<file path="src/design/alu_pkg.sv">
package alu_pkg;

    localparam int DATA_WIDTH = 32;
    localparam int REG_ADDR_WIDTH = 8;
    localparam int PIPELINE_DEPTH = 5;

    // Bit position and population count widths for the logic lane
    localparam int BIT_POS_WIDTH = $clog2(DATA_WIDTH);
    localparam int POPCNT_WIDTH = $clog2(DATA_WIDTH) + 1;

    typedef enum logic [7:0] {
        LAND   = 8'h00,
        LOR    = 8'h01,
        LNOT   = 8'h02,
        POPCNT = 8'h03,
        ABS    = 8'h04,
        BSET   = 8'h05,
        BCLR   = 8'h06,
        BINV   = 8'h07,
        BSEL   = 8'h08,
        BGT    = 8'h10,
        BLE    = 8'h11,
        BEQ    = 8'h12,
        BNE    = 8'h13,
        SATP   = 8'h18,
        SATN   = 8'h19,
        LDR    = 8'h20,
        LDC    = 8'h21
    } opcode_t;

    typedef enum logic [1:0] {
        LANE_LOGIC,
        LANE_COMPARE,
        LANE_SATURATE,
        LANE_LOAD
    } lane_t;

    localparam int N_LANES = 4;

    // Dispatch and the selector take one cycle each, and the lane's own latency
    // plus these padding stages makes up the rest
    localparam int LANE_DELAY [N_LANES] = '{
        PIPELINE_DEPTH - 3,
        PIPELINE_DEPTH - 3,
        PIPELINE_DEPTH - 4,
        PIPELINE_DEPTH - 2
    };

    typedef struct packed {
        logic                      valid;
        opcode_t                   opcode;
        logic [DATA_WIDTH-1:0]     operand_a;
        logic [DATA_WIDTH-1:0]     operand_b;
        logic [REG_ADDR_WIDTH-1:0] dest;
    } alu_request_t;

    typedef struct packed {
        logic                      valid;
        logic [DATA_WIDTH-1:0]     data;
        logic [REG_ADDR_WIDTH-1:0] dest;
    } alu_result_t;

    // Ordering of single precision values taken as plain sign-magnitude numbers
    function automatic logic fp_greater(input logic [DATA_WIDTH-1:0] a,
                                        input logic [DATA_WIDTH-1:0] b);
        logic                  sign_a;
        logic                  sign_b;
        logic [DATA_WIDTH-2:0] mag_a;
        logic [DATA_WIDTH-2:0] mag_b;
        logic                  greater;
        sign_a = a[DATA_WIDTH-1];
        sign_b = b[DATA_WIDTH-1];
        mag_a = a[DATA_WIDTH-2:0];
        mag_b = b[DATA_WIDTH-2:0];
        if (sign_a != sign_b) begin
            greater = !sign_a;
        end else if (!sign_a) begin
            greater = mag_a > mag_b;
        end else begin
            // Both negative, so the smaller magnitude is the larger value
            greater = mag_a < mag_b;
        end
        return greater;
    endfunction

endpackage

</file>
<file path="src/design/alu_dispatch.sv">
`timescale 1ns/100ps

module alu_dispatch import alu_pkg::*; (
    input  logic         clock,
    input  logic         arst_n,
    input  alu_request_t request,
    output alu_request_t logic_request,
    output alu_request_t compare_request,
    output alu_request_t saturate_request,
    output alu_result_t  load_result
);

    lane_t                 lane;
    logic                  known_opcode;
    logic [N_LANES-1:0]    lane_valid_q;
    alu_request_t          request_q;
    logic [DATA_WIDTH-1:0] load_data_q;

    always_comb begin
        lane = LANE_LOGIC;
        known_opcode = 1'b1;
        case (request.opcode)
            LAND, LOR, LNOT, POPCNT, ABS, BSET, BCLR, BINV, BSEL: lane = LANE_LOGIC;
            BGT, BLE, BEQ, BNE: lane = LANE_COMPARE;
            SATP, SATN: lane = LANE_SATURATE;
            LDR, LDC: lane = LANE_LOAD;
            default: known_opcode = 1'b0;
        endcase
    end

    // The lane strobe is one hot and stays all low for an invalid opcode
    always_ff @(posedge clock or negedge arst_n) begin
        if (!arst_n) begin
            lane_valid_q <= '0;
        end else begin
            lane_valid_q <= '0;
            if (request.valid && known_opcode) begin
                lane_valid_q[lane] <= 1'b1;
            end
        end
    end

    always_ff @(posedge clock) begin
        request_q <= request;
        load_data_q <= (request.opcode == LDC) ? request.operand_b : request.operand_a;
    end

    always_comb begin
        logic_request = request_q;
        logic_request.valid = lane_valid_q[LANE_LOGIC];
        compare_request = request_q;
        compare_request.valid = lane_valid_q[LANE_COMPARE];
        saturate_request = request_q;
        saturate_request.valid = lane_valid_q[LANE_SATURATE];
    end

    // Loads need no lane of their own because the write-back is ready here
    assign load_result = '{valid: lane_valid_q[LANE_LOAD], data: load_data_q,
                           dest: request_q.dest};

endmodule

</file>
<file path="src/design/logic_unit.sv">
`timescale 1ns/100ps

module logic_unit import alu_pkg::*; (
    input  logic         clock,
    input  logic         arst_n,
    input  alu_request_t logic_request,
    output alu_result_t  logic_result
);

    logic [DATA_WIDTH-1:0]     a;
    logic [DATA_WIDTH-1:0]     b;
    logic [BIT_POS_WIDTH-1:0]  pos;
    logic [DATA_WIDTH-1:0]     bit_mask;
    logic [POPCNT_WIDTH-1:0]   ones;
    logic [DATA_WIDTH-1:0]     data_d;
    logic                      valid_q;
    logic [DATA_WIDTH-1:0]     data_q;
    logic [REG_ADDR_WIDTH-1:0] dest_q;

    assign a = logic_request.operand_a;
    assign b = logic_request.operand_b;

    // Bit operations only look at the low bits of operand b
    assign pos = b[BIT_POS_WIDTH-1:0];
    assign bit_mask = DATA_WIDTH'(1) << pos;

    always_comb begin
        ones = '0;
        for (int i = 0; i < DATA_WIDTH; i++) begin
            ones = ones + POPCNT_WIDTH'(a[i]);
        end
    end

    always_comb begin
        case (logic_request.opcode)
            LAND:    data_d = a & b;
            LOR:     data_d = a | b;
            LNOT:    data_d = ~a;
            POPCNT:  data_d = DATA_WIDTH'(ones);
            ABS:     data_d = {1'b0, a[DATA_WIDTH-2:0]};
            BSET:    data_d = a | bit_mask;
            BCLR:    data_d = a & ~bit_mask;
            BINV:    data_d = a ^ bit_mask;
            BSEL:    data_d = DATA_WIDTH'(a[pos]);
            default: data_d = '0;
        endcase
    end

    always_ff @(posedge clock or negedge arst_n) begin
        if (!arst_n) begin
            valid_q <= 1'b0;
        end else begin
            valid_q <= logic_request.valid;
        end
    end

    always_ff @(posedge clock) begin
        data_q <= data_d;
        dest_q <= logic_request.dest;
    end

    assign logic_result = '{valid: valid_q, data: data_q, dest: dest_q};

endmodule

</file>
<file path="src/design/fp_compare_unit.sv">
`timescale 1ns/100ps

module fp_compare_unit import alu_pkg::*; (
    input  logic         clock,
    input  logic         arst_n,
    input  alu_request_t compare_request,
    output alu_result_t  compare_result
);

    logic                      a_greater;
    logic                      same_bits;
    logic                      flag;
    logic                      valid_q;
    logic [DATA_WIDTH-1:0]     data_q;
    logic [REG_ADDR_WIDTH-1:0] dest_q;

    assign a_greater = fp_greater(compare_request.operand_a, compare_request.operand_b);

    // Equality is on bit patterns, so +0 and -0 differ
    assign same_bits = compare_request.operand_a == compare_request.operand_b;

    always_comb begin
        case (compare_request.opcode)
            BGT:     flag = a_greater;
            BLE:     flag = !a_greater;
            BEQ:     flag = same_bits;
            BNE:     flag = !same_bits;
            default: flag = 1'b0;
        endcase
    end

    always_ff @(posedge clock or negedge arst_n) begin
        if (!arst_n) begin
            valid_q <= 1'b0;
        end else begin
            valid_q <= compare_request.valid;
        end
    end

    always_ff @(posedge clock) begin
        data_q <= DATA_WIDTH'(flag);
        dest_q <= compare_request.dest;
    end

    assign compare_result = '{valid: valid_q, data: data_q, dest: dest_q};

endmodule

</file>
<file path="src/design/fp_saturator.sv">
`timescale 1ns/100ps

module fp_saturator import alu_pkg::*; (
    input  logic         clock,
    input  logic         arst_n,
    input  alu_request_t saturate_request,
    output alu_result_t  saturate_result
);

    // Stage one
    logic                      valid_s1;
    logic [DATA_WIDTH-1:0]     a_s1;
    logic [DATA_WIDTH-1:0]     b_s1;
    opcode_t                   opcode_s1;
    logic [REG_ADDR_WIDTH-1:0] dest_s1;
    logic                      a_greater_s1;

    // Stage two
    logic                      valid_s2;
    logic [DATA_WIDTH-1:0]     data_s2;
    logic [REG_ADDR_WIDTH-1:0] dest_s2;

    always_ff @(posedge clock or negedge arst_n) begin
        if (!arst_n) begin
            valid_s1 <= 1'b0;
            valid_s2 <= 1'b0;
        end else begin
            valid_s1 <= saturate_request.valid;
            valid_s2 <= valid_s1;
        end
    end

    always_ff @(posedge clock) begin
        a_s1 <= saturate_request.operand_a;
        b_s1 <= saturate_request.operand_b;
        opcode_s1 <= saturate_request.opcode;
        dest_s1 <= saturate_request.dest;
        a_greater_s1 <= fp_greater(saturate_request.operand_a, saturate_request.operand_b);
    end

    // The ordering is total on bit patterns, so when a is not above b either
    // b is above a or both are equal, and then b is the right answer too
    always_ff @(posedge clock) begin
        if (opcode_s1 == SATP) begin
            data_s2 <= a_greater_s1 ? b_s1 : a_s1;
        end else begin
            data_s2 <= a_greater_s1 ? a_s1 : b_s1;
        end
        dest_s2 <= dest_s1;
    end

    assign saturate_result = '{valid: valid_s2, data: data_s2, dest: dest_s2};

endmodule

</file>
<file path="src/design/pipeline_delay.sv">
`timescale 1ns/100ps

module pipeline_delay import alu_pkg::*; #(
    parameter int N_STAGES = 1
) (
    input  logic        clock,
    input  logic        arst_n,
    input  alu_result_t in_result,
    output alu_result_t out_result
);

    logic [N_STAGES-1:0]       valid_q;
    logic [DATA_WIDTH-1:0]     data_q [N_STAGES];
    logic [REG_ADDR_WIDTH-1:0] dest_q [N_STAGES];

    always_ff @(posedge clock or negedge arst_n) begin
        if (!arst_n) begin
            valid_q <= '0;
        end else begin
            valid_q[0] <= in_result.valid;
            for (int i = 1; i < N_STAGES; i++) begin
                valid_q[i] <= valid_q[i-1];
            end
        end
    end

    always_ff @(posedge clock) begin
        data_q[0] <= in_result.data;
        dest_q[0] <= in_result.dest;
        for (int i = 1; i < N_STAGES; i++) begin
            data_q[i] <= data_q[i-1];
            dest_q[i] <= dest_q[i-1];
        end
    end

    assign out_result = '{valid: valid_q[N_STAGES-1], data: data_q[N_STAGES-1],
                          dest: dest_q[N_STAGES-1]};

endmodule

</file>
<file path="src/design/result_select.sv">
`timescale 1ns/100ps

module result_select import alu_pkg::*; (
    input  logic        clock,
    input  logic        arst_n,
    input  alu_result_t aligned_results [N_LANES],
    output alu_result_t result
);

    alu_result_t               picked;
    logic                      valid_q;
    logic [DATA_WIDTH-1:0]     data_q;
    logic [REG_ADDR_WIDTH-1:0] dest_q;

    // At most one lane is valid in any cycle, so the last match is the only one
    always_comb begin
        picked = '0;
        for (int i = 0; i < N_LANES; i++) begin
            if (aligned_results[i].valid) begin
                picked = aligned_results[i];
            end
        end
    end

    always_ff @(posedge clock or negedge arst_n) begin
        if (!arst_n) begin
            valid_q <= 1'b0;
        end else begin
            valid_q <= picked.valid;
        end
    end

    always_ff @(posedge clock) begin
        data_q <= picked.data;
        dest_q <= picked.dest;
    end

    assign result = '{valid: valid_q, data: data_q, dest: dest_q};

endmodule

</file>
<file path="src/design/fp_alu.sv">
`timescale 1ns/100ps

module fp_alu import alu_pkg::*; (
    input  logic         clock,
    input  logic         arst_n,
    input  alu_request_t request,
    output alu_result_t  result
);

    alu_request_t logic_request;
    alu_request_t compare_request;
    alu_request_t saturate_request;
    alu_result_t  lane_results [N_LANES];
    alu_result_t  aligned_results [N_LANES];

    alu_dispatch u_dispatch (
        .clock            (clock),
        .arst_n           (arst_n),
        .request          (request),
        .logic_request    (logic_request),
        .compare_request  (compare_request),
        .saturate_request (saturate_request),
        .load_result      (lane_results[LANE_LOAD])
    );

    logic_unit u_logic (
        .clock         (clock),
        .arst_n        (arst_n),
        .logic_request (logic_request),
        .logic_result  (lane_results[LANE_LOGIC])
    );

    fp_compare_unit u_compare (
        .clock           (clock),
        .arst_n          (arst_n),
        .compare_request (compare_request),
        .compare_result  (lane_results[LANE_COMPARE])
    );

    fp_saturator u_saturate (
        .clock            (clock),
        .arst_n           (arst_n),
        .saturate_request (saturate_request),
        .saturate_result  (lane_results[LANE_SATURATE])
    );

    // Pad each lane so all of them reach the selector in the same cycle
    for (genvar i = 0; i < N_LANES; i++) begin : g_lane_delay
        pipeline_delay #(
            .N_STAGES (LANE_DELAY[i])
        ) u_delay (
            .clock      (clock),
            .arst_n     (arst_n),
            .in_result  (lane_results[i]),
            .out_result (aligned_results[i])
        );
    end

    result_select u_select (
        .clock           (clock),
        .arst_n          (arst_n),
        .aligned_results (aligned_results),
        .result          (result)
    );

endmodule

</file>
<file path="config.mk">
export PLATFORM = sky130hd
export DESIGN_NAME = fp_alu
export DESIGN_NICKNAME = d
export VERILOG_FILES = /design/src/design/alu_pkg.sv /design/src/design/alu_dispatch.sv /design/src/design/logic_unit.sv /design/src/design/fp_compare_unit.sv /design/src/design/fp_saturator.sv /design/src/design/pipeline_delay.sv /design/src/design/result_select.sv /design/src/design/fp_alu.sv
export SDC_FILE = /design/constraint.sdc
export NUM_CORES = 1
export LEC_CHECK = 0
export ABC_CLOCK_PERIOD_IN_PS = 6200
export BUFFER_PORTS_ARGS = -buffer_cell sky130_fd_sc_hd__buf_2
export CAP_MARGIN = 20
export CORE_MARGIN = 10
export CORE_UTILIZATION = 40
export DETAILED_ROUTE_END_ITERATION = 16
export PLACE_DENSITY = 0.59
export SLEW_MARGIN = 15
export SYNTH_ARGS = -nofsm -noshare
export SYNTH_HDL_FRONTEND = slang
export SYNTH_SLANG_ARGS = --single-unit
export TNS_END_PERCENT = 5
</file>
<file path="constraint.sdc">
create_clock -name clock -period 6.2 [get_ports clock]
set_input_delay 1.86 -clock clock [delete_from_list [all_inputs] [get_ports clock]]
set_output_delay 1.86 -clock clock [all_outputs]
set_load 0.05 [all_outputs]
</file>
==> flow_metrics.env, run 1 <==
export IMPL_status="complete, no violations"
export IMPL_syn_nets=1446
export IMPL_worst_setup_path_type="reg2reg"
export IMPL_grt_use_total_pct=15.2
export IMPL_critPathSlowestCell="fa_1"
export IMPL_routabilityCongestion=0.902
export IMPL_core_um2=39000
export IMPL_grt_overflow=0
export IMPL_fin_setup_tns_ns=0
export IMPL_synthAdderAreaFrac_pct=6.09
export IMPL_synth_seq_area_share_pct=66.6
export IMPL_numCtsBuffers=49
export IMPL_required_ns=6.64
export IMPL_timing_fmax_mhz=191
export IMPL_cts_path_max_buffers=3
export IMPL_dp_hpwl_um=24900
export IMPL_multi_input_area_um2=4750
export IMPL_first_global_vias=9915
export IMPL_critPathCaptureType="flip-flop"
export IMPL_vdd_drop_max_v=0.000199
export IMPL_fin_skew_ns=0.0226
export IMPL_drc=0
export IMPL_grt_pass1_wl_um=56800
export IMPL_cp_top_family="adder cells"
export IMPL_ys_ff_latch=525
export IMPL_maxSlewViolCount=0
export IMPL_dieHeight_um=219
export IMPL_avgSynthCellArea_um2=12.2
export IMPL_worst_pin_slew_ns=1.17
export IMPL_ys_flop_type="dfxtp_1"
export IMPL_cts_root_buffer="clkbuf_16"
export IMPL_p_per_area_nw_per_um2=397
export IMPL_synth_simple_gate_area_share_pct=6.29
export IMPL_drive_above_1_share_pct=20.5
export IMPL_maxCapViolCount=0
export IMPL_num_fill_cells=3544
export IMPL_p_leak_uw=0.00800
export IMPL_synth_xor_area_share_pct=0.275
export IMPL_synth_compound_area_share_pct=10.9
export IMPL_ys_warn_count=0
export IMPL_synth_area_um2=15900
export IMPL_cp_start_kind="flip-flop"
export IMPL_worst_path_most_repeated_cell="fa_1"
export IMPL_htree_levels=2
export IMPL_hold_viol=0
export IMPL_dr_total_vias=9694
export IMPL_path_max_fanout=7
export IMPL_cts_hold_buf=0
export IMPL_cts_resized=0
export IMPL_antenna_found_initial=0
export IMPL_insertion_delay_ns=0.58
export IMPL_drt_wirelength_per_cell_um=18.3
export IMPL_synth_top_family_by_area="compound AO/OA/AOI/OAI gates"
export IMPL_vias_per_cell=4.90
export IMPL_rsz0062_at_grt="no"
export IMPL_ff_latch_area_um2=10600
export IMPL_row_count=72
export IMPL_synthArstFlopShare_pct=3.24
export IMPL_final_setup_viol_count=0
export IMPL_path_clk_slew_ns=0.07
export IMPL_finish_utilization_pct=47.7
export IMPL_cp_num_buf_inv=2
export IMPL_ant_nets=0
export IMPL_nNetsFinal=1575
export IMPL_synth_cells=1300
export IMPL_initial_core_util_pct=40.8
export IMPL_finalCriticalPeriod_ns=5.24
export IMPL_crit_cells=15
export IMPL_synth_edf_count=0
export IMPL_port_buffers=123
export IMPL_clock_sinks=525
export IMPL_die_w_um=219
export IMPL_rr_worst_depth=15
export IMPL_fp_dieArea_um2=48100
export IMPL_min_path_cells=0
export IMPL_worst_endpoint_arrival_ns=5.68
export IMPL_hold_path_class="reg2reg"
export IMPL_io_pins=124
export IMPL_area_growth_pct=17.0
export IMPL_detailedRoute_firstPassIterationCount=5
export IMPL_synthDistinctLibCells=61
export IMPL_drt_iter0_drc=717
export IMPL_cp_cell_sequence="ha_1 -> inv_1 -> fa_1 -> fa_1 -> fa_1 -> fa_1 -> fa_1 -> fa_1 -> fa_1 -> fa_1 -> inv_1 -> a21o_1 -> a21oi_1 -> xnor2_1 -> o221ai_1"
export IMPL_maxSlewHeadroom_pct=21.4
export IMPL_finalCritPeriodShare_pct=84.5
export IMPL_cpPeakStageDelay_ns=0.55
export IMPL_cts_tree="built"
export IMPL_grt_max_degree=66
export IMPL_post_cts_buffers=0
export IMPL_wirelength_um=36200
export IMPL_synthMuxAreaShare_pct=6.15
## final timing paths
path	from	end	slack [ns]
min in group asynchronous	arst_n	g_lane_delay[1].u_delay.valid_q[1]	1.19
max in group asynchronous	arst_n	g_lane_delay[3].u_delay.valid_q[2]	4.73
worst max-delay path	u_dispatch.compare_request[40]	u_logic.data_q[4]	0.96
worst min register to register	g_lane_delay[0].u_delay.data_q[0][26]	g_lane_delay[0].u_delay.data_q[0][58]	0.31
worst min-delay path	g_lane_delay[0].u_delay.data_q[0][26]	g_lane_delay[0].u_delay.data_q[0][58]	0.31
worst max register to register	u_dispatch.compare_request[40]	u_logic.data_q[4]	0.96
## routing by layer
layer  share of wire (%)  vias to the layer above  track usage [%]
li1                    -                     4735                -
met1                  45                     4617             19.7
met2                  46                      275             24.1
met3                 6.0                       67             3.70
met4                 2.7                        0             5.58
met5                   0                        -                0
## Yosys cell counts (12+ instances only)
master | count | share of area, %
a211oi_1 | 15 | 0.71
a21o_1 | 14 | 0.66
a21oi_1 | 55 | 1.7
a22oi_1 | 34 | 1.6
a311oi_1 | 12 | 0.66
a31oi_1 | 14 | 0.55
clkbuf_1 | 40 | 0.94
dfrtp_1 | 17 | 2.7
dfxtp_1 | 508 | 64
fa_1 | 24 | 3.0
ha_1 | 39 | 3.1
inv_1 | 86 | 2.0
mux2_2 | 66 | 4.7
nand2_1 | 84 | 2.0
nand3_1 | 23 | 0.72
nor2_1 | 50 | 1.2
nor2b_1 | 12 | 0.47
nor3_1 | 14 | 0.44
o21ai_0 | 71 | 2.2
o31ai_1 | 12 | 0.57
## cells in the final DEF (no fill, tap or decap), drive strengths merged, types with 4 or more instances in the layout
cell type	count
nand4	8
buf	139
o31ai	12
dfrtp	17
nor2b	12
inv	87
dfxtp	508
a211o	5
nand2	84
a211oi	15
clkinv	11
o22ai	8
and2	5
mux2	66
a311oi	12
nor2	50
a21o	14
a31oi	14
ha	39
mux4	10
a21oi	55
nand3	23
o21ai	72
fa	24
o221ai	4
a22oi	34
a221oi	8
nor3	16
clkbuf	65
## stage by stage
step / total power [uW] / instances / hold slack [ns] / instance area, um^2 / setup slack [ns]
detailed placement: 4600 / 1896 / 0.312 / 17100 / 0.946
finish: 7380 / 1980 / 0.309 / 18600 / 0.961
global route: 7740 / 1979 / 0.320 / 18600 / 0.699
global placement: 4570 / 1896 / 0.310 / 17100 / 1.04
floorplan: 4350 / 1300 / 0.310 / 15900 / 1.29
CTS: 7470 / 1979 / 0.312 / 18600 / 0.941
## power by group
part	switching (uW)	leakage, uW	internal [uW]
clock	1210	0.000743	1640
combinational	466	0.00276	399
sequential	85.0	0.00449	3580
total	1760	0.00800	5620
## sequential cells by signal, summed over array words and instances (netlist names), 4 cells and up
| name | flops |
|---|---|
| g_lane_delay.u_delay.data_q | 194 |
| u_dispatch.compare_request | 80 |
| u_dispatch.load_data_q | 32 |
| u_logic.data_q | 32 |
| u_saturate.a_s1 | 32 |
| u_saturate.b_s1 | 32 |
| u_saturate.data_s2 | 32 |
| u_select.data_q | 32 |
| g_lane_delay.u_delay.dest_q | 17 |
| g_lane_delay.u_delay.valid_q | 8 |
| u_saturate.opcode_s1 | 8 |
| u_select.dest_q | 8 |
| u_saturate.dest_s1 | 7 |
| u_dispatch.lane_valid_q | 4 |
## cells by family (layout without fill, tap and decap cells)
kind of cell | Yosys count | count (layout)
other | 0 | 1
AO/OA/AOI/OAI | 269 | 269
adder cells (fa/ha/maj) | 63 | 63
multiplexers | 77 | 77
buffers and inverters | 147 | 308
flip-flops | 525 | 525
XOR/XNOR | 5 | 5
AND/OR/NAND/NOR | 214 | 214
## area by class of cell
cell class	instances	area share (%)
Timing Repair Buffer	139	3.95
Clock buffer	65	7.18
Clock inverter	18	1.11
Tap cell	518	3.48
Antenna cell	1	0.0135
Multi-Input combinational cell	628	25.5
Inverter	86	1.74
Sequential cell	525	57.0
Note: power is estimated with default switching activity, not from simulation.
==> run 2, diff against run 1 <==
--- a/config.mk
+++ b/config.mk
@@ -5,7 +5,7 @@
 export SDC_FILE = /design/constraint.sdc
 export NUM_CORES = 1
 export LEC_CHECK = 0
-export ABC_CLOCK_PERIOD_IN_PS = 6200
+export ABC_CLOCK_PERIOD_IN_PS = 5400
 export BUFFER_PORTS_ARGS = -buffer_cell sky130_fd_sc_hd__buf_2
 export CAP_MARGIN = 20
 export CORE_MARGIN = 10
==> constraint.sdc (replaced) <==
create_clock -name clock -period 5.4 [get_ports clock]
set_input_delay 1.62 -clock clock [delete_from_list [all_inputs] [get_ports clock]]
set_output_delay 1.62 -clock clock [all_outputs]
set_load 0.05 [all_outputs]
==> flow_metrics.env, run 2 (synthesis gave the netlist of run 1 again) <==
export IMPL_drt_wirelength_per_cell_um=18.4
export IMPL_path_clk_slew_ns=0.06
export IMPL_routabilityCongestion=0.897
export IMPL_cp_top_family="adder cells"
export IMPL_dieHeight_um=219
export IMPL_grt_use_total_pct=15.4
export IMPL_fp_dieArea_um2=48100
export IMPL_dpl_instance_area_um2=17100
export IMPL_insertion_delay_ns=0.58
export IMPL_initial_core_util_pct=40.8
export IMPL_maxSlewHeadroom_pct=23.6
export IMPL_r2r_start="u_dispatch.compare_request[40]"
export IMPL_status="complete, no violations"
export IMPL_cts_root_buffer="clkbuf_16"
export IMPL_critPathSlowestCell="fa_1"
export IMPL_drc=0
export IMPL_core_um2=39000
export IMPL_numCtsBuffers=50
export IMPL_worst_path_most_repeated_cell="fa_1"
export IMPL_hold_viol=0
export IMPL_row_count=72
export IMPL_worst_pin_slew_ns=1.14
export IMPL_wirelength_um=36700
export IMPL_vdd_drop_max_v=0.000232
export IMPL_drive_above_1_share_pct=21.3
export IMPL_maxSlewViolCount=0
export IMPL_vias_per_cell=4.89
export IMPL_grt_pass1_wl_um=57400
export IMPL_largest_reg_flops=194
export IMPL_worst_setup_path_type="reg2reg"
export IMPL_final_setup_viol_count=0
export IMPL_critPathLaunch="u_dispatch.compare_request[40]"
export IMPL_detailedRoute_firstPassIterationCount=5
export IMPL_cts_tree="built"
export IMPL_io_pins=124
export IMPL_hold_path_class="reg2reg"
export IMPL_htree_levels=2
export IMPL_num_fill_cells=3486
export IMPL_cts_path_max_buffers=3
export IMPL_min_delay_start="g_lane_delay[3].u_delay.data_q[0][7]"
export IMPL_antenna_found_initial=0
export IMPL_final_common_cell="dfxtp_1"
export IMPL_timing_fmax_mhz=196
export IMPL_ant_nets=0
export IMPL_fin_setup_tns_ns=0
export IMPL_cp_start_kind="flip-flop"
export IMPL_clock_sinks=525
export IMPL_rsz0062_at_grt="no"
export IMPL_die_w_um=219
export IMPL_finalCriticalPeriod_ns=5.11
export IMPL_area_growth_pct=18.2
export IMPL_final_cell_mix="dfxtp_1 (507), buf_2 (123), inv_1 (86)"
export IMPL_cp_cell_sequence="ha_1 -> inv_1 -> fa_1 -> fa_1 -> fa_1 -> fa_1 -> fa_1 -> fa_1 -> fa_1 -> fa_1 -> inv_1 -> a21o_1 -> a21oi_1 -> xnor2_1 -> o221ai_1"
export IMPL_cts_hold_buf=0
export IMPL_cpPeakStageDelay_ns=0.55
export IMPL_final_area_um2=18800
export IMPL_grt_max_degree=66
export IMPL_p_leak_uw=0.00811
export IMPL_path_max_fanout=2
export IMPL_post_cts_buffers=0
export IMPL_fin_skew_ns=0.0176
export IMPL_cts_resized=0
export IMPL_port_buffers=123
export IMPL_nNetsFinal=1583
export IMPL_required_ns=5.83
export IMPL_worst_endpoint_arrival_ns=5.54
export IMPL_critPathCaptureType="flip-flop"
export IMPL_dp_hpwl_um=25600
export IMPL_p_per_area_nw_per_um2=463
export IMPL_top_register="g_lane_delay.u_delay.data_q"
export IMPL_grt_overflow=0
export IMPL_dr_total_vias=9747
export IMPL_first_global_vias=10100
export IMPL_finalCritPeriodShare_pct=94.6
export IMPL_maxCapViolCount=0
export IMPL_drt_iter0_drc=607
export IMPL_diodes=0
export IMPL_cp_num_buf_inv=2
## run 2: metal layers
| layer | vias up | wire (um) | global-route usage [%] |
|---|---|---|---|
| met5 | - | 0 | 0 |
| li1 | 4758 | - | - |
| met2 | 239 | 17400 | 25.4 |
| met3 | 50 | 1770 | 3.19 |
| met4 | 0 | 728 | 4.92 |
| met1 | 4700 | 16800 | 19.8 |
## run 2: report_power, final
group	switching (uW)	total [uW]	internal, uW
combinational	531	993	462
sequential	94.1	4200	4110
clock	1410	3500	2090
## run 2: metrics by stage
| step | worst slack (ns) | hold slack (ns) | utilization (%) | total power [uW] | cells |
|---|---|---|---|---|---|
| 2_1_floorplan | 0.492 | 0.310 | - | 4990 | 1300 |
| 3_3_place_gp | 0.297 | 0.310 | 43.8 | 5250 | 1902 |
| 3_5_place_dp | 0.268 | 0.312 | 43.8 | 5270 | 1902 |
| 4_1_cts | 0.259 | 0.320 | 48.2 | 8790 | 1994 |
| 5_1_grt | 0.0426 | 0.321 | 48.2 | 9110 | 1995 |
| 6_report | 0.289 | 0.318 | 48.2 | 8700 | 1995 |
## run 2: worst paths after layout
| kind | to | slack, ns | cells past startpoint |
|---|---|---|---|
| min | g_lane_delay[3].u_delay.data_q[0][39] | 0.32 | 0 |
| max reg2reg | u_logic.data_q[4] | 0.29 | 15 |
| max | u_logic.data_q[4] | 0.29 | 15 |
| max in group asynchronous | g_lane_delay[2].u_delay.valid_q | 4.14 | 1 |
| min in group asynchronous | u_dispatch.lane_valid_q[0] | 0.96 | 1 |
| min reg2reg | g_lane_delay[3].u_delay.data_q[0][39] | 0.32 | 0 |
## run 2: layout make-up
class,instances,area (um^2),share of cell area (%)
clock buffer,74,1440,7.67
inverter,86,323,1.72
sequential,525,10600,56.4
multi-input combinational,628,4750,25.3
timing repair buffer,146,788,4.19
clock inverter,18,246,1.31
tap,518,648,3.45
## run 2: worst reg2reg max path, cell delays in order (launching register included)
cell and delay (ns):
dfxtp_1 0.31, ha_1 0.28, inv_1 0.07, fa_1 0.46, fa_1 0.55, fa_1 0.45, fa_1 0.51, fa_1 0.54
fa_1 0.43, fa_1 0.42, fa_1 0.41, inv_1 0.07, a21o_1 0.11, a21oi_1 0.07, xnor2_1 0.16, o221ai_1 0.13
==> run 3, diff against run 2 <==
--- a/config.mk
+++ b/config.mk
@@ -8,7 +8,6 @@
 export ABC_CLOCK_PERIOD_IN_PS = 5400
 export BUFFER_PORTS_ARGS = -buffer_cell sky130_fd_sc_hd__buf_2
 export CAP_MARGIN = 20
-export CORE_MARGIN = 10
 export CORE_UTILIZATION = 40
 export DETAILED_ROUTE_END_ITERATION = 16
 export PLACE_DENSITY = 0.59
==> flow_metrics.env, run 3 (synthesis gave the netlist of run 1 again) <==
export IMPL_row_count=72
export IMPL_rsz0062_at_grt="no"
export IMPL_top_register="g_lane_delay.u_delay.data_q"
export IMPL_worst_pin_slew_ns=1.24
export IMPL_insertion_delay_ns=0.59
export IMPL_diodes=0
export IMPL_hold_viol=0
export IMPL_status="complete, no violations"
export IMPL_path_max_fanout=2
export IMPL_core_um2=38900
export IMPL_numCtsBuffers=49
export IMPL_cts_tree="built"
export IMPL_ant_nets=0
export IMPL_cp_top_family="adder cells"
export IMPL_p_per_area_nw_per_um2=467
export IMPL_finalCritPeriodShare_pct=95.3
export IMPL_maxSlewViolCount=0
export IMPL_cts_root_buffer="clkbuf_16"
export IMPL_cp_cell_sequence="ha_1 -> inv_1 -> fa_1 -> fa_1 -> fa_1 -> fa_1 -> fa_1 -> fa_1 -> fa_1 -> fa_1 -> inv_1 -> a21o_1 -> a21oi_1 -> xnor2_1 -> o221ai_1"
export IMPL_grt_max_degree=66
export IMPL_grt_overflow=0
export IMPL_cts_hold_buf=0
export IMPL_cpPeakStageDelay_ns=0.56
export IMPL_required_ns=5.85
export IMPL_vias_per_cell=4.89
export IMPL_hold_path_class="reg2reg"
export IMPL_maxCapViolCount=0
export IMPL_fin_skew_ns=0.0181
export IMPL_finish_utilization_pct=48.4
export IMPL_dr_total_vias=9750
export IMPL_grt_pass1_wl_um=55500
export IMPL_detailedRoute_firstPassIterationCount=4
export IMPL_cp_start_kind="flip-flop"
export IMPL_worst_endpoint_arrival_ns=5.60
export IMPL_antenna_found_initial=0
export IMPL_cts_path_max_buffers=3
export IMPL_drt_iter0_drc=575
export IMPL_vdd_drop_max_v=0.000218
export IMPL_timing_fmax_mhz=194
export IMPL_initial_core_util_pct=40.9
export IMPL_final_common_cell="dfxtp_1"
export IMPL_dieHeight_um=201
export IMPL_clock_sinks=525
export IMPL_port_buffers=123
export IMPL_grt_use_total_pct=17.9
export IMPL_fin_setup_tns_ns=0
export IMPL_critPathSlowestCell="fa_1"
export IMPL_worst_setup_path_type="reg2reg"
export IMPL_worst_path_most_repeated_cell="fa_1"
export IMPL_die_w_um=201
export IMPL_p_leak_uw=0.00814
export IMPL_nNetsFinal=1582
export IMPL_first_global_vias=9717
export IMPL_critPathCaptureType="flip-flop"
export IMPL_path_clk_slew_ns=0.06
export IMPL_fp_dieArea_um2=40500
export IMPL_cp_num_buf_inv=2
export IMPL_wirelength_um=35800
export IMPL_drive_above_1_share_pct=21.4
export IMPL_io_pins=124
export IMPL_r2r_slack_ns=0.25
export IMPL_final_setup_viol_count=0
export IMPL_area_growth_pct=18.6
export IMPL_finalCriticalPeriod_ns=5.15
export IMPL_drt_wirelength_per_cell_um=18.0
export IMPL_drc=0
export IMPL_dp_hpwl_um=24200
export IMPL_routabilityCongestion=0.860
export IMPL_final_cell_mix="dfxtp_1 (507), buf_2 (123), inv_1 (86)"
export IMPL_largest_reg_flops=194
export IMPL_htree_levels=2
export IMPL_maxSlewHeadroom_pct=17.2
## run 3: what timing repair did
| item | 4_1_cts | 5_1_grt |
|---|---|---|
| setup buffers | 0 | 0 |
| resized for setup | 0 | 0 |
| setup endpoints to repair | 0 | 1 |
## run 3: metal layers
layer	GRT usage, %	wire [um]
met1	23.9	16500
met2	28.5	16500
met3	3.97	1910
met4	6.68	937
met5	0	0
## run 3: path summary, 6_finish.rpt
| check | startpoint | end | cells after the start |
|---|---|---|---|
| max | u_dispatch.compare_request[40] | u_logic.data_q[4] | 15 |
| min | g_lane_delay[3].u_delay.data_q[0][4] | g_lane_delay[3].u_delay.data_q[0][36] | 0 |
| max reg2reg | u_dispatch.compare_request[40] | u_logic.data_q[4] | 15 |
| min reg2reg | g_lane_delay[3].u_delay.data_q[0][4] | g_lane_delay[3].u_delay.data_q[0][36] | 0 |
| max in group asynchronous | arst_n | g_lane_delay[3].u_delay.valid_q[2] | 1 |
| min in group asynchronous | arst_n | u_select.valid_q | 1 |
## run 3: power by group
part	total, uW	switching, uW	internal (uW)
combinational	1030	558	476
sequential	4190	89.2	4100
clock	3580	1440	2140
## run 3: per-stage QoR
stage | total power, uW | setup slack [ns] | hold slack, ns | area, um^2 | instances
4_1_cts | 8910 | 0.231 | 0.306 | 18800 | 1990
3_3_place_gp | 5300 | 0.237 | 0.310 | 17100 | 1900
3_5_place_dp | 5300 | 0.279 | 0.312 | 17100 | 1900
2_1_floorplan | 4990 | 0.492 | 0.310 | 15900 | 1300
6_report | 8800 | 0.251 | 0.315 | 18900 | 1993
5_1_grt | 9250 | 0.0327 | 0.306 | 18900 | 1993
## run 3: area by class of cell
class / instances / area (um^2)
timing repair buffer: 146 / 805
sequential: 525 / 10600
multi-input combinational: 628 / 4770
inverter: 86 / 323
clock inverter: 21 / 329
clock buffer: 69 / 1380
tap: 518 / 648
fill: 3536 / 20100
## run 3: worst reg2reg max path, cell delays in order, from the launching register on
cell      delay, ns
dfxtp_1        0.31
ha_1           0.28
inv_1          0.07
fa_1           0.44
fa_1           0.52
fa_1           0.54
fa_1           0.46
fa_1           0.56
fa_1           0.46
fa_1           0.43
fa_1           0.42
inv_1          0.07
a21o_1         0.11
a21oi_1        0.08
xnor2_1        0.15
o221ai_1       0.13
